### config.mk
export PLATFORM = sky130hd
export DESIGN_NAME = uart_bridge_top
export DESIGN_NICKNAME = d
export VERILOG_FILES = /design/src/verilog/uart_pkg.sv /design/src/verilog/cmd_pkg.sv /design/src/verilog/uart_cfg_regs.sv /design/src/verilog/uart_tx_frame.sv /design/src/verilog/uart_rx_frame.sv /design/src/verilog/uart_cmd_seq.sv /design/src/verilog/uart_bridge_top.sv
export VERILOG_INCLUDE_DIRS = /design/src /design/src/verilog
export SDC_FILE = /design/constraint.sdc
export NUM_CORES = 1
export LEC_CHECK = 0
export BUFFER_PORTS_ARGS = -buffer_cell sky130_fd_sc_hd__buf_4
export CAP_MARGIN = 20
export CORE_ASPECT_RATIO = 0.5
export CORE_MARGIN = 5
export CORE_UTILIZATION = 62
export DETAILED_ROUTE_END_ITERATION = 16
export PLACE_DENSITY = 0.92
export SLEW_MARGIN = 20
export SYNTH_ARGS = -nofsm -noshare
export SYNTH_HDL_FRONTEND = slang
export SYNTH_SLANG_ARGS = --single-unit
export TNS_END_PERCENT = 20
### constraint.sdc
create_clock -name clk -period 4.1 [get_ports clk]
set_clock_uncertainty 0.2 [all_clocks]
set_input_delay 0 -clock clk [delete_from_list [all_inputs] [get_ports clk]]
set_output_delay 0 -clock clk [all_outputs]
set_load 0.05 [all_outputs]
### src/verilog/uart_bridge_cfg.svh
`ifndef UART_BRIDGE_CFG_SVH
`define UART_BRIDGE_CFG_SVH

// **************************************************
// Bridge defaults
// **************************************************

// Host command word: wr flag, 7-bit address, data byte
`define CMD_WIDTH 16

// Clock cycles per bit
`define DIV_RESET 16'd434

// Idle bit times between address and data frame of a write
`define GAP_RESET 8'd10

// Bit times to wait for a read reply
`define TMO_RESET 8'd40

`endif

### src/verilog/uart_pkg.sv
package uart_pkg;

  // Sense of the parity bit over data plus parity
  typedef enum logic
  {
    PAR_EVEN = 1'b0,
    PAR_ODD  = 1'b1
  } parity_t;

  // Which part of the 11-bit frame is on the line
  typedef enum logic [1:0]
  {
    START  = 2'd0,
    DATA   = 2'd1,
    PARITY = 2'd2,
    STOP   = 2'd3
  } frame_phase_t;

  // Parity bit that makes the total ones count match the sense
  function automatic logic calc_parity(input logic [7:0] value, input parity_t sense);
    return (^value) ^ sense;
  endfunction

endpackage

### src/verilog/cmd_pkg.sv
package cmd_pkg;

  // Bit of the command word that selects write
  localparam int CMD_WR_BIT = 15;

  typedef enum logic [2:0]
  {
    IDLE       = 3'd0,
    SEND_ADDR  = 3'd1,
    GAP        = 3'd2,
    SEND_DATA  = 3'd3,
    WAIT_REPLY = 3'd4
  } seq_state_t;

  // Config register map
  typedef enum logic [1:0]
  {
    CFG_DIV = 2'd0,
    CFG_GAP = 2'd1,
    CFG_TMO = 2'd2,
    CFG_PAR = 2'd3
  } cfg_addr_t;

endpackage

### src/verilog/uart_cfg_regs.sv
`timescale 1ns/100ps
`include "uart_bridge_cfg.svh"

module uart_cfg_regs
  import uart_pkg::*;
  import cmd_pkg::*;
(
  input  logic        clk,
  input  logic        rst_n,
  input  logic        cfg_wr,
  input  cfg_addr_t   cfg_addr,
  input  logic [15:0] cfg_wdata,
  output logic [15:0] cfg_rdata,
  output logic [15:0] div,
  output logic [7:0]  gap,
  output logic [7:0]  tmo,
  output parity_t     parity
);

  // **************************************************
  // Register writes
  // **************************************************
  always_ff @(posedge clk or negedge rst_n)
  begin
    if (!rst_n)
    begin
      div    <= `DIV_RESET;
      gap    <= `GAP_RESET;
      tmo    <= `TMO_RESET;
      parity <= PAR_ODD;
    end
    else if (cfg_wr)
    begin
      case (cfg_addr)
        CFG_DIV: div    <= cfg_wdata;
        CFG_GAP: gap    <= cfg_wdata[7:0]; // Low byte only
        CFG_TMO: tmo    <= cfg_wdata[7:0];
        CFG_PAR: parity <= parity_t'(cfg_wdata[0]);
      endcase
    end
  end

  // Readback, narrow fields zero-extended
  always_comb
  begin
    case (cfg_addr)
      CFG_DIV: cfg_rdata = div;
      CFG_GAP: cfg_rdata = {8'd0, gap};
      CFG_TMO: cfg_rdata = {8'd0, tmo};
      CFG_PAR: cfg_rdata = {15'd0, parity};
      default: cfg_rdata = 16'd0;
    endcase
  end

endmodule

### src/verilog/uart_tx_frame.sv
`timescale 1ns/100ps

module uart_tx_frame
  import uart_pkg::*;
(
  input  logic        clk,
  input  logic        rst_n,
  input  logic        start,
  input  logic [7:0]  data,
  input  logic [15:0] div,
  input  parity_t     parity,
  output logic        tx,
  output logic        done
);

  logic         busy;
  frame_phase_t phase;
  logic [15:0]  bcnt;   // Cycles into the current bit
  logic [2:0]   bidx;   // Data bit index
  logic [7:0]   data_q;
  logic         par_q;

  // **************************************************
  // Frame sequencing
  // **************************************************
  always_ff @(posedge clk or negedge rst_n)
  begin
    if (!rst_n)
    begin
      busy  <= 1'b0;
      phase <= START;
      bcnt  <= 16'd0;
      bidx  <= 3'd0;
      done  <= 1'b0;
    end
    else
    begin
      done <= 1'b0;
      if (!busy)
      begin
        if (start)
        begin
          busy  <= 1'b1;
          phase <= START;
          bcnt  <= 16'd0;
          bidx  <= 3'd0;
        end
      end
      else if (bcnt == div - 16'd1)
      begin
        bcnt <= 16'd0;
        case (phase)
          START:  phase <= DATA;
          DATA:
          begin
            bidx <= bidx + 3'd1;
            if (bidx == 3'd7)
              phase <= PARITY;
          end
          PARITY: phase <= STOP;
          STOP:
          begin
            busy <= 1'b0;
            done <= 1'b1;   // Last cycle of the stop bit on tx
          end
          default: phase <= START;
        endcase
      end
      else
        bcnt <= bcnt + 16'd1;
    end
  end

  // Byte and its parity captured at start
  always_ff @(posedge clk)
  begin
    if (start && !busy)
    begin
      data_q <= data;
      par_q  <= calc_parity(data, parity);
    end
  end

  // Line driver, one cycle behind the phase register
  always_ff @(posedge clk or negedge rst_n)
  begin
    if (!rst_n)
      tx <= 1'b1;
    else if (!busy)
      tx <= 1'b1;
    else
    begin
      case (phase)
        START:   tx <= 1'b0;
        DATA:    tx <= data_q[bidx];
        PARITY:  tx <= par_q;
        default: tx <= 1'b1;
      endcase
    end
  end

endmodule

### src/verilog/uart_rx_frame.sv
`timescale 1ns/100ps

module uart_rx_frame
  import uart_pkg::*;
(
  input  logic        clk,
  input  logic        rst_n,
  input  logic        rx,
  input  logic        en,
  input  logic [15:0] div,
  input  parity_t     parity,
  output logic        vld,
  output logic [7:0]  data,
  output logic        bad
);

  logic         rx_meta;
  logic         rx_sync;
  logic         rx_prev;
  logic         fall;
  logic         busy;
  frame_phase_t phase;
  logic [15:0]  bcnt;
  logic [15:0]  half;
  logic [2:0]   bidx;
  logic [7:0]   shreg;
  logic         par_bit;
  logic         sample;
  logic         stop_hit;

  assign fall     = rx_prev & ~rx_sync;
  assign half     = div >> 1;
  assign sample   = busy && (bcnt == half);   // Mid-bit
  assign stop_hit = sample && (phase == STOP);

  // Two-flop synchronizer plus one for edge detect
  always_ff @(posedge clk or negedge rst_n)
  begin
    if (!rst_n)
    begin
      rx_meta <= 1'b1;
      rx_sync <= 1'b1;
      rx_prev <= 1'b1;
    end
    else
    begin
      rx_meta <= rx;
      rx_sync <= rx_meta;
      rx_prev <= rx_sync;
    end
  end

  // **************************************************
  // Bit timing and sampling
  // **************************************************
  always_ff @(posedge clk or negedge rst_n)
  begin
    if (!rst_n)
    begin
      busy  <= 1'b0;
      phase <= START;
      bcnt  <= 16'd0;
      bidx  <= 3'd0;
      vld   <= 1'b0;
      bad   <= 1'b0;
    end
    else
    begin
      vld <= 1'b0;
      if (!en)
        busy <= 1'b0;   // Abandon any partial frame
      else if (!busy)
      begin
        if (fall)
        begin
          busy  <= 1'b1;
          phase <= START;
          bcnt  <= 16'd0;
          bidx  <= 3'd0;
        end
      end
      else
      begin
        bcnt <= (bcnt == div - 16'd1) ? 16'd0 : bcnt + 16'd1;
        if (sample && phase == START && rx_sync)
          busy <= 1'b0;   // Glitch, not a start bit
        if (stop_hit)
        begin
          busy <= 1'b0;
          vld  <= 1'b1;
          bad  <= (par_bit != calc_parity(shreg, parity)) | ~rx_sync;
        end
        if (bcnt == div - 16'd1)
        begin
          case (phase)
            START: phase <= DATA;
            DATA:
            begin
              bidx <= bidx + 3'd1;
              if (bidx == 3'd7)
                phase <= PARITY;
            end
            default: phase <= STOP;
          endcase
        end
      end
    end
  end

  // Received bits, LSB first
  always_ff @(posedge clk)
  begin
    if (sample && phase == DATA)
      shreg <= {rx_sync, shreg[7:1]};
    if (sample && phase == PARITY)
      par_bit <= rx_sync;
    if (stop_hit)
      data <= shreg;
  end

endmodule

### src/verilog/uart_cmd_seq.sv
`timescale 1ns/100ps
`include "uart_bridge_cfg.svh"

module uart_cmd_seq
  import uart_pkg::*;
  import cmd_pkg::*;
(
  input  logic                  clk,
  input  logic                  rst_n,
  input  logic [`CMD_WIDTH-1:0] cmd_in,
  input  logic                  cmd_vld,
  input  logic [15:0]           div_cfg,
  input  logic [7:0]            gap_cfg,
  input  logic [7:0]            tmo_cfg,
  input  parity_t               par_cfg,
  input  logic                  tx_done,
  input  logic                  rx_vld,
  input  logic [7:0]            rx_byte,
  input  logic                  rx_bad,
  output logic                  cmd_rdy,
  output logic                  tx_start,
  output logic [7:0]            tx_byte,
  output logic [15:0]           div,
  output parity_t               parity,
  output logic                  rx_en,
  output logic                  rd_done,
  output logic [7:0]            read_data,
  output logic                  rd_err
);

  seq_state_t            state;
  logic [`CMD_WIDTH-1:0] cmd_q;
  logic [7:0]            gap_q;
  logic [7:0]            tmo_q;
  logic [15:0]           bcnt;
  logic [7:0]            bits;   // Whole bit times elapsed
  logic                  accept;
  logic                  gap_hit;
  logic                  tmo_hit;

  assign accept = cmd_vld && cmd_rdy;
  assign rx_en  = (state == WAIT_REPLY);

  // Fire tx_start two cycles early, the transmitter adds two cycles to the start edge
  assign gap_hit = (gap_q == 8'd0) ||
                   (bits == gap_q - 8'd1 && bcnt == div - 16'd3);
  assign tmo_hit = (tmo_q == 8'd0) ||
                   (bits == tmo_q - 8'd1 && bcnt == div - 16'd1);

  // Bit-time counters, running from the end of the address stop bit
  always_ff @(posedge clk or negedge rst_n)
  begin
    if (!rst_n)
    begin
      bcnt <= 16'd0;
      bits <= 8'd0;
    end
    else if (state != GAP && state != WAIT_REPLY)
    begin
      bcnt <= 16'd0;
      bits <= 8'd0;
    end
    else if (bcnt == div - 16'd1)
    begin
      bcnt <= 16'd0;
      bits <= bits + 8'd1;
    end
    else
      bcnt <= bcnt + 16'd1;
  end

  // **************************************************
  // Transaction FSM
  // **************************************************
  always_ff @(posedge clk or negedge rst_n)
  begin
    if (!rst_n)
    begin
      state    <= IDLE;
      cmd_rdy  <= 1'b1;
      tx_start <= 1'b0;
      rd_done  <= 1'b0;
      rd_err   <= 1'b0;
      div      <= `DIV_RESET;
      gap_q    <= `GAP_RESET;
      tmo_q    <= `TMO_RESET;
      parity   <= PAR_ODD;
    end
    else
    begin
      tx_start <= 1'b0;
      rd_done  <= 1'b0;
      case (state)
        IDLE:
        begin
          if (accept)
          begin
            state    <= SEND_ADDR;
            cmd_rdy  <= 1'b0;
            tx_start <= 1'b1;
            div      <= div_cfg;   // Config frozen for this command
            gap_q    <= gap_cfg;
            tmo_q    <= tmo_cfg;
            parity   <= par_cfg;
          end
          else
            cmd_rdy <= 1'b1;
        end
        SEND_ADDR:
          if (tx_done)
            state <= cmd_q[CMD_WR_BIT] ? GAP : WAIT_REPLY;
        GAP:
          if (gap_hit)
          begin
            state    <= SEND_DATA;
            tx_start <= 1'b1;
          end
        SEND_DATA:
          if (tx_done)
            state <= IDLE;
        WAIT_REPLY:
        begin
          if (rx_vld)
          begin
            state   <= IDLE;
            rd_done <= 1'b1;
            rd_err  <= rx_bad;
          end
          else if (tmo_hit)
          begin
            state   <= IDLE;
            rd_done <= 1'b1;
            rd_err  <= 1'b1;
          end
        end
        default: state <= IDLE;
      endcase
    end
  end

  // Command word, frame byte and read result
  always_ff @(posedge clk)
  begin
    if (accept)
    begin
      cmd_q   <= cmd_in;
      tx_byte <= cmd_in[`CMD_WIDTH-1 -: 8];   // Write flag and address
    end
    else if (state == GAP && gap_hit)
      tx_byte <= cmd_q[7:0];
    if (state == WAIT_REPLY)
    begin
      if (rx_vld)
        read_data <= rx_byte;
      else if (tmo_hit)
        read_data <= 8'd0;
    end
  end

endmodule

### src/verilog/uart_bridge_top.sv
`timescale 1ns/100ps
`include "uart_bridge_cfg.svh"

module uart_bridge_top
  import uart_pkg::*;
  import cmd_pkg::*;
(
  input  logic                  clk,
  input  logic                  rst_n,
  input  logic [`CMD_WIDTH-1:0] cmd_in,
  input  logic                  cmd_vld,
  output logic                  cmd_rdy,
  input  logic                  cfg_wr,
  input  cfg_addr_t             cfg_addr,
  input  logic [15:0]           cfg_wdata,
  output logic [15:0]           cfg_rdata,
  input  logic                  rx,
  output logic                  tx,
  output logic                  rd_done,
  output logic [7:0]            read_data,
  output logic                  rd_err
);

  logic [15:0] div_cfg;
  logic [7:0]  gap_cfg;
  logic [7:0]  tmo_cfg;
  parity_t     par_cfg;
  logic [15:0] div_lat;   // Per-command copies from the sequencer
  parity_t     par_lat;
  logic        tx_start;
  logic [7:0]  tx_byte;
  logic        tx_done;
  logic        rx_en;
  logic        rx_vld;
  logic [7:0]  rx_byte;
  logic        rx_bad;

  uart_cfg_regs u_regs (
    .clk       (clk),
    .rst_n     (rst_n),
    .cfg_wr    (cfg_wr),
    .cfg_addr  (cfg_addr),
    .cfg_wdata (cfg_wdata),
    .cfg_rdata (cfg_rdata),
    .div       (div_cfg),
    .gap       (gap_cfg),
    .tmo       (tmo_cfg),
    .parity    (par_cfg)
  );

  uart_cmd_seq u_seq (
    .clk       (clk),
    .rst_n     (rst_n),
    .cmd_in    (cmd_in),
    .cmd_vld   (cmd_vld),
    .div_cfg   (div_cfg),
    .gap_cfg   (gap_cfg),
    .tmo_cfg   (tmo_cfg),
    .par_cfg   (par_cfg),
    .tx_done   (tx_done),
    .rx_vld    (rx_vld),
    .rx_byte   (rx_byte),
    .rx_bad    (rx_bad),
    .cmd_rdy   (cmd_rdy),
    .tx_start  (tx_start),
    .tx_byte   (tx_byte),
    .div       (div_lat),
    .parity    (par_lat),
    .rx_en     (rx_en),
    .rd_done   (rd_done),
    .read_data (read_data),
    .rd_err    (rd_err)
  );

  uart_tx_frame u_tx (
    .clk    (clk),
    .rst_n  (rst_n),
    .start  (tx_start),
    .data   (tx_byte),
    .div    (div_lat),
    .parity (par_lat),
    .tx     (tx),
    .done   (tx_done)
  );

  uart_rx_frame u_rx (
    .clk    (clk),
    .rst_n  (rst_n),
    .rx     (rx),
    .en     (rx_en),
    .div    (div_lat),
    .parity (par_lat),
    .vld    (rx_vld),
    .data   (rx_byte),
    .bad    (rx_bad)
  );

endmodule

* Word-level counts from Yosys, hierarchy flattened *
Cells that the tools add are included.

storage, ports and cells
  flip-flop bits (word level) = 206
  output and inout bits = 28
  word-level logic and storage cells = 201

cells by class
  equal/unequal tests = 37
  bitwise operators = 5
  add/subtract/negate cells = 10
  magnitude comparators = 1
  reduce and logical (&&, ||, !) cells = 41
  mux-type cells = 69

operators by type and width
  operator                                                               number
  16-bit two-way mux                                                     8
  16-bit equality test                                                   4
  16-bit one-hot mux with 4 select lines                                 1
  16-bit by 1-bit adder with 16-bit output (second input constant)       3
  8-bit two-way mux                                                      6
  3-bit two-way mux                                                      15
  1-bit two-way mux                                                      25
  16-bit by 15-bit equality test with 1-bit output                       1
  8-bit equality test                                                    2
  8-bit logical NOT                                                      2
  2-bit two-way mux                                                      8
  8-bit parity                                                           2
  16-bit by 1-bit subtractor with 16-bit output (second input constant)  1
  16-bit by 2-bit subtractor with 16-bit output (second input constant)  1
  8-bit by 1-bit subtractor with 8-bit output (second input constant)    2
  3-bit one-hot mux with 5 select lines                                  1
  2-bit AND reduction                                                    7
  2-bit equality test (second input constant)                            6
  1-bit logical AND                                                      12
  3-bit inequality test (second input constant)                          4
  4-bit AND reduction                                                    3
  2-bit nonzero test                                                     5
  3-bit equality test (second input constant)                            3
  8-bit by 1-bit adder with 8-bit output (second input constant)         1
  other kinds (25)                                                       40

* Depth between registers and ports, before layout *
Gate-level depths: netlist (run 1).

  depth after elaboration = 8
  gate-level depth with buffers = 14
  mapped depth without buffers = 10

* Hierarchy *
Synthesis (run 1) repeated with hierarchy kept, for this count alone.

unflattened totals
  cells, all modules = 1,114
  area, all modules = 11,695.0 um^2

by module, submodules not included
  module         area each (um^2)  instances  cells an instance  sequential area each (um^2)
  uart_cmd_seq   5,049.8           1          478                2,366.0
  uart_rx_frame  2,735.1           1          271                1,189.9
  uart_tx_frame  2,363.5           1          265                872.1
  uart_cfg_regs  1,546.5           1          100                838.3

* Worst setup path after synthesis (run 1) *
OpenSTA, ideal clock, no wires.

  kind = register -> register
  start = reg u_seq.div[0]
  end = reg u_seq.read_data[0] (enable)
  stages on the path, launching flop included = 10
  setup slack = 430 ps
  period minus slack after synthesis = 3,670 ps
  data arrival time = 3,096 ps
  cells stage by stage = dfrtp_1 -> buf_6 -> or4_4 -> or4_1 -> clkbuf_1 -> xor2_1 -> nand4_1 -> a2111oi_4 -> a21oi_1 -> nor2_1

on the way
  cells in the longest elaborated chain, start to end = 6

RTL lines
  what                                           line                 source
  start: declaration                             uart_cmd_seq.sv:23   output logic [15:0] div,
  start signal: assignment                       uart_cmd_seq.sv:84   div <= `DIV_RESET;
  start signal: assignment                       uart_cmd_seq.sv:101  div <= div_cfg;
  16-bit by 1-bit subtractor with 16-bit output  uart_cmd_seq.sv:48   (bits == tmo_q - 8'd1 && bcnt == div - 16'd1);
  16-bit equality test                           uart_cmd_seq.sv:48
  1-bit logical AND                              uart_cmd_seq.sv:48
  1-bit logical OR                               uart_cmd_seq.sv:47   assign tmo_hit = (tmo_q == 8'd0) ||
  2-bit nonzero test (no source line)            --
  2-bit AND reduction (no source line)           --
  end signal: assignment                         uart_cmd_seq.sv:154  read_data <= rx_byte;
  end: declaration                               uart_cmd_seq.sv:27   output logic [7:0] read_data,

No other way between the ends.
A chain may end at the register's enable or synchronous reset.

* Worst setup path in the final report (run 1) *
  start = reg u_seq.div[1]
  end = reg u_tx.phase[1]

on the way
  cells in the longest elaborated chain, start to end = 4

RTL lines
  what                                           line                 source
  16-bit by 1-bit subtractor with 16-bit output  uart_tx_frame.sv:49  else if (bcnt == div - 16'd1)
  16-bit equality test                           uart_tx_frame.sv:49
  2-bit inequality test (no source line)         --
  4-bit AND reduction (no source line)           --
  end signal: assignment                         uart_tx_frame.sv:53  START: phase <= DATA;
  end signal: assignment                         uart_tx_frame.sv:58  phase <= PARITY;
  end signal: assignment                         uart_tx_frame.sv:60  PARITY: phase <= STOP;
  end: declaration                               uart_tx_frame.sv:17  frame_phase_t phase;

No other way between the ends.

==> flow_metrics.py, run 1 <==
metrics = {
    "logic_synthesis": {
        "synth_seq_cells": 199,
        "synthAdderAreaFrac": 0.01843,
        "synth_edf_count": 51,
        "yosys-top-cells-area": "dfrtp_1 (27%), edfxtp_1 (13%), mux2_2 (7.2%)",
        "syn-instance-count": 1092,
        "ys_warn_count": 0,
        "synth_top_family_by_area": "simple AND/OR/NAND/NOR gates",
        "syn_nets": 1148,
        "synth_xor_area_frac": 0.1192,
        "yosysMostFrequentCell": "dfrtp_1",
        "synthMuxAreaShare": 0.09369,
        "synth_area_um2": 11540,
        "synth-simple-area-share": 0.1818,
        "synth_cell_type_count": 94,
        "avgSynthCellArea_um2": 10.57,
        "synth_compound_area_frac": 0.09347,
        "synth_top_area_frac": 0.2668,
        "synthArstFlopShare": 0.7437,
        "ys.flop_type": "dfrtp_1",
        "synth_top_area_cell": "dfrtp_1",
        "synth_commonest_cells": "dfrtp_1 (123), xnor2_1 (86), nor2_1 (79), nand2_1 (77), mux2_2 (74)",
        "yosysSeqAreaShare": 0.4564,
    },
    "worst_setup_path": {
        "arrival_ps": 3940,
        "path_cells": "inv_1 -> ha_1 -> nor3b_4 -> nand4_2 -> xnor2_1 -> o21ai_0 -> or3_1 -> nor4_1 -> o311ai_0 -> mux2i_1",
        "crit_start": "u_seq.div[1]",
        "worst-r2r-cell-count": 10,
        "reg2reg_from": "u_seq.div[1]",
        "worstSetupPathType": "flop to flop",
        "cp-endpoint": "u_tx.phase[1]",
        "r2r_setup_slack_ps": 260,
        "cp_num_cells": 10,
        "cp-start-kind": "flop",
        "cp-end-kind": "flop",
        "critical-path-max-stage-delay_ps": 520,
        "rr_endpoint": "u_tx.phase[1]",
        "worst-path-buf-inv": 1,
        "required_ps": 4200,
        "worstPathMaxFanout": 11,
        "critPathTopFamily": "simple AND/OR/NAND/NOR gates",
        "critPathSlowestCell": "nor3b_4",
    },
    "clocking": {
        "clk_pin_slew_ps": 80,
        "cts_root_buf": "clkbuf_16",
        "clkLatencyLatePin_ps": 450,
        "cts_tree": "built",
        "clock-sinks": 199,
        "cts_buffer_depth": 2,
        "htree_levels": 4,
        "cts-buffers-inserted": 17,
        "cts_setup_buffers": 0,
    },
    "global_routing": {
        "grt_pass1_wl_um": 50120,
        "antenna_found_initial": 1,
        "grt-ovfl-total": 0,
        "grt_start_max_net_pins": 92,
        "grt_pass1_vias": 9325,
        "grtUsageTotal": 0.2925,
    },
    "power": {
        "power_uw": 4246,
        "p_leak_uw": 0.005655,
        "max-vdd-ir-drop_mv": 0.2935,
        "powerDensity_nw_per_um2": 321.9,
    },
    "die": {
        "die-width_um": 202.9,
        "fp.dieArea_um2": 21600,
        "start_util": 0.6288,
        "io_pins": 67,
        "core_um2": 18350,
        "die_h_um": 106.5,
        "placementRows": 35,
    },
    "routing": {
        "via_per_inst": 6.353,
        "antenna_left": 0,
        "wire_per_inst_um": 21.52,
        "vias": 9066,
        "drt-initial-drc-count": 1105,
        "drc": 0,
        "route.final.wire_length_um": 30710,
        "drt-pass1-iter-count": 6,
    },
    "sta": {
        "tns_ps": 0,
        "finalHoldViolCount": 9,
        "slew_viol_final": 0,
        "fin_crit_ps": 3836,
        "worst_slack_ps": 264.3,
        "relSlewSlack": 0.3815,
        "setup_viol": 0,
        "fin_crit_sh": 0.9355,
        "fmax_mhz": 260.7,
        "worst_slew_pin_slew_ps": 924.4,
        "whs_ps": -23.54,
    },
    "status": {
        "violations": "negative hold slack",
        "status": "complete, but fails checks",
    },
    "finish": {
        "area_delta_synth_final_pct": 14.31,
        "nNetsFinal": 1229,
        "layout-drive-gt1-share": 0.2142,
        "fillers": 1214,
    },
    "place": {
        "port_buffers": 66,
        "place.gp.congestion": 0.9480,
        "dp_slack_ps": 111.2,
        "dp_hpwl_um": 20740,
    },
    "flow_run": {
        "drv_cap": 0,
    },
    "worst_hold_path": {
        "hp-class": "input pin to asynchronous set/reset pin",
    },
}
-- worst register-to-register path, delay by kind of cell (launching register included) --
kind | cells | cell delay, ps
adders and majority gates | 1 | 160
buffers and inverters | 1 | 70
and+or+nand+nor | 4 | 1830
AOI/OAI and AO/OA | 2 | 480
xor gates and xnor gates | 1 | 330
DFF | 1 | 430
muxes | 1 | 190
-- routing by layer --
metal / GRT usage / share of wire / vias up
met1: 0.3773 / 0.39 / 4397
met2: 0.4834 / 0.48 / 517
met3: 0.07894 / 0.10 / 101
met5: 0 / 0 / -
met4: 0.09874 / 0.031 / 0
li1: - / - / 4051
-- sequential cells by signal, indices dropped and copies added, names as in the netlist, 2 cells and up --
signal / count
u_regs.div: 16
u_regs.gap: 8
u_regs.tmo: 8
u_rx.bcnt: 16
u_rx.bidx: 3
u_rx.data: 8
u_rx.phase: 2
u_rx.shreg: 8
u_seq.bcnt: 16
u_seq.bits: 8
u_seq.cmd_q: 9
u_seq.div: 16
u_seq.gap_q: 8
u_seq.read_data: 8
u_seq.state: 3
u_seq.tmo_q: 8
u_seq.tx_byte: 8
u_tx.bcnt: 16
u_tx.bidx: 3
u_tx.data_q: 8
u_tx.phase: 2
-- repair_timing --
| item | 4_1_cts | 5_1_grt |
|---|---|---|
| endpoints found under the hold margin | 140 | 0 |
| gates resized for setup | 0 | 1 |
| hold buffers | 38 | 0 |
| endpoints found under the setup margin | 0 | 6 |
-- final cells by class --
type	count	area (µm²)	area share
Inverter	26	97.59	0.007399
Clock inverter	12	126.4	0.009581
Sequential cell	199	5266	0.3993
Tap cell	240	300.3	0.02277
Antenna cell	1	2.502	0.0001897
Multi-Input combinational cell	803	5852	0.4437
Timing Repair Buffer	126	1045	0.07921
Clock buffer	20	500.5	0.03794
-- cells in the final DEF, fill, tap and decap left out, types with 10 or more instances in the layout --
| master | count |
|---|---|
| nor3_1 | 25 |
| nor2_1 | 79 |
| mux2i_1 | 18 |
| dfstp_2 | 25 |
| nor4_1 | 23 |
| buf_4 | 87 |
| mux2_2 | 74 |
| inv_1 | 27 |
| and3_1 | 21 |
| a21oi_1 | 31 |
| nand3_1 | 34 |
| nor2b_1 | 10 |
| nand4_1 | 15 |
| nand2_1 | 77 |
| clkbuf_16 | 20 |
| dlygate4sd3_1 | 38 |
| xor2_1 | 62 |
| dfrtp_1 | 123 |
| edfxtp_1 | 51 |
| ha_1 | 17 |
| nand2b_1 | 16 |
| and2_1 | 19 |
| xnor2_1 | 86 |
| o21ai_0 | 38 |
-- logic make-up (layout without fill, tap and decap cells) --
| group | Yosys count | count (layout) |
|---|---|---|
| simple gates | 382 | 382 |
| flops | 199 | 199 |
| compound gates | 157 | 157 |
| xor+xnor | 152 | 152 |
| mux | 95 | 95 |
| buf+inv | 90 | 184 |
| fa+ha+maj | 17 | 17 |
| other cells | 0 | 1 |
-- worst min-delay path by stage --
stage                     startpoint              to  slack, ps  depth (start not counted)
after CTS                      rst_n  u_regs.div[10]         20                          2
after global routing           rst_n  u_regs.div[13]         50                          2
after global placement         rst_n  u_regs.div[10]        -90                          1
after floorplan                rst_n   u_regs.div[0]       -500                          0
after detailed placement          rx    u_rx.rx_meta        -90                          1
final                          rst_n  u_regs.div[10]        -20                          2
-- stage by stage --
stage                     utilization  instances  cell area, µm²
final                          0.7189       1427           13190
after global routing           0.7189       1427           13190
after CTS                      0.7184       1426           13180
after floorplan                     -       1092           11540
after global placement         0.6635       1356           12170
after detailed placement       0.6635       1356           12170
-- report_power, final --
group / internal (µW) / switching [µW] / leakage [µW] / total, µW
logic: 139 / 170 / 0.00299 / 309
registers: 2100 / 66.7 / 0.00235 / 2170
clock network: 921 / 845 / 0.000309 / 1770
(Power assumes the default switching activity.)
==> run 2, diff against run 1 <==
REMOVE_ABC_BUFFERS = 1   (was unset)
==> flow_metrics.py, run 2 (synthesized netlist as in run 1, its figures left out) <==
metrics = {
    "finish": {
        "layout_common_cells": "dfrtp_1 (123), xnor2_1 (86), buf_4 (85), nor2_1 (79), nand2_1 (77)",
        "area_delta_synth_final_pct": 13.48,
        "final_common_cell": "dfrtp_1",
        "antennaDiodeCount": 0,
        "layout-drive-gt1-share": 0.2120,
        "nNetsFinal": 1227,
        "fillers": 1248,
    },
    "clocking": {
        "cts-buffers-inserted": 17,
        "clk_pin_slew_ps": 70,
        "cts_buffer_depth": 2,
        "cts_tree": "built",
        "clock-sinks": 199,
        "clkLatencyLatePin_ps": 450,
        "htree_levels": 4,
        "cts_root_buf": "clkbuf_16",
    },
    "sta": {
        "worst_slew_pin_slew_ps": 941.1,
        "setup_viol": 0,
        "tns_ps": 0,
        "finalHoldViolCount": 0,
        "fmax_mhz": 255.0,
        "slew_viol_final": 0,
        "fin_crit_sh": 0.9566,
        "relSlewSlack": 0.3703,
        "grt_setup_unrepaired": "false",
        "fin_crit_ps": 3922,
    },
    "routing": {
        "drt-pass1-iter-count": 6,
        "route.final.wire_length_um": 30000,
        "drt-initial-drc-count": 1110,
        "antenna_left": 0,
        "wire_per_inst_um": 21.07,
        "vias": 9153,
        "via_per_inst": 6.428,
        "drc": 0,
    },
    "die": {
        "placementRows": 35,
        "core_um2": 18350,
        "fp.dieArea_um2": 21600,
        "io_pins": 67,
        "die_h_um": 106.5,
        "die-width_um": 202.9,
        "start_util": 0.6288,
    },
    "worst_hold_path": {
        "hp-class": "input pin to flop",
    },
    "place": {
        "dp_hpwl_um": 20550,
        "place.gp.congestion": 0.9633,
        "port_buffers": 66,
    },
    "global_routing": {
        "antenna_found_initial": 1,
        "grt_start_max_net_pins": 57,
        "grt_pass1_wl_um": 48050,
        "grt_pass1_vias": 8950,
        "grt-ovfl-total": 0,
        "grtUsageTotal": 0.2821,
    },
    "status": {
        "status": "finished, final reports clean",
    },
    "worst_setup_path": {
        "cp-end-kind": "flop",
        "arrival_ps": 4010,
        "cp-start-kind": "flop",
        "worstPathMaxFanout": 9,
        "worstSetupPathType": "flop to flop",
        "required_ps": 4190,
    },
    "flow_run": {
        "drv_cap": 0,
    },
    "power": {
        "max-vdd-ir-drop_mv": 0.4023,
        "p_leak_uw": 0.005581,
        "powerDensity_nw_per_um2": 308.4,
        "power_uw": 4038,
    },
}
## run 2: metrics by stage
step                      instance area, µm²  hold WS (ps)  std cells  utilization  setup WS [ps]
final                                  13090         19.33       1424       0.7136          177.8
after global routing                   13090         27.27       1424       0.7136          84.37
after CTS                              13090         4.699       1424       0.7133          145.2
after detailed placement               12160        -138.2       1354       0.6627          172.1
after global placement                 12160        -148.2       1354       0.6627          347.7
after floorplan                        11210        -495.6       1028            -          261.2
## run 2: cell type report
class	count	area (µm²)	share of cell area
tap	240	300.3	0.02293
multi-input combinational	803	5852	0.4469
timing repair buffer	124	1047	0.07998
clock inverter	13	97.59	0.007453
inverter	26	97.59	0.007453
clock buffer	19	432.9	0.03306
sequential	199	5266	0.4022
## run 2: power by group
part           switching (µW)  total [µW]  internal [µW]
clock network             771        1550            781
registers                64.2        2170           2100
logic                     173         317            143
## run 2: final timing paths
path	from	slack [ps]	cells after the start	to
setup / recovery	u_seq.div[2]	180	9	u_tx.phase[1]
hold / removal	rx	20	2	u_rx.rx_meta
setup reg to reg	u_seq.div[2]	180	9	u_tx.phase[1]
hold reg to reg	u_rx.rx_meta	170	0	u_rx.rx_sync
max in group asynchronous	rst_n	3090	3	u_tx.tx
min in group asynchronous	rst_n	50	2	u_seq.div[8]
## run 2: routing by layer
metal,track usage,wire (µm),vias to the layer above
met5,0,0,-
met4,0.08228,823,0
met3,0.07041,2720,86
met2,0.4530,13990,479
met1,0.3843,12470,4526
li1,-,-,4062
## run 2: what timing repair did
action	in CTS	in global routing
endpoints found under the hold margin	124	0
hold buffers	38	0
endpoints found under the setup margin	0	3
setup buffers	0	0
resized for setup	0	1
## run 2: critical path: stages (launching register included)
cell,delay [ps]
dfrtp_1,530
buf_4,250
nor4_4,530
nand2_1,160
o31ai_1,450
o2111ai_1,200
or3_1,330
nor4_1,540
o311ai_0,380
mux2i_1,200
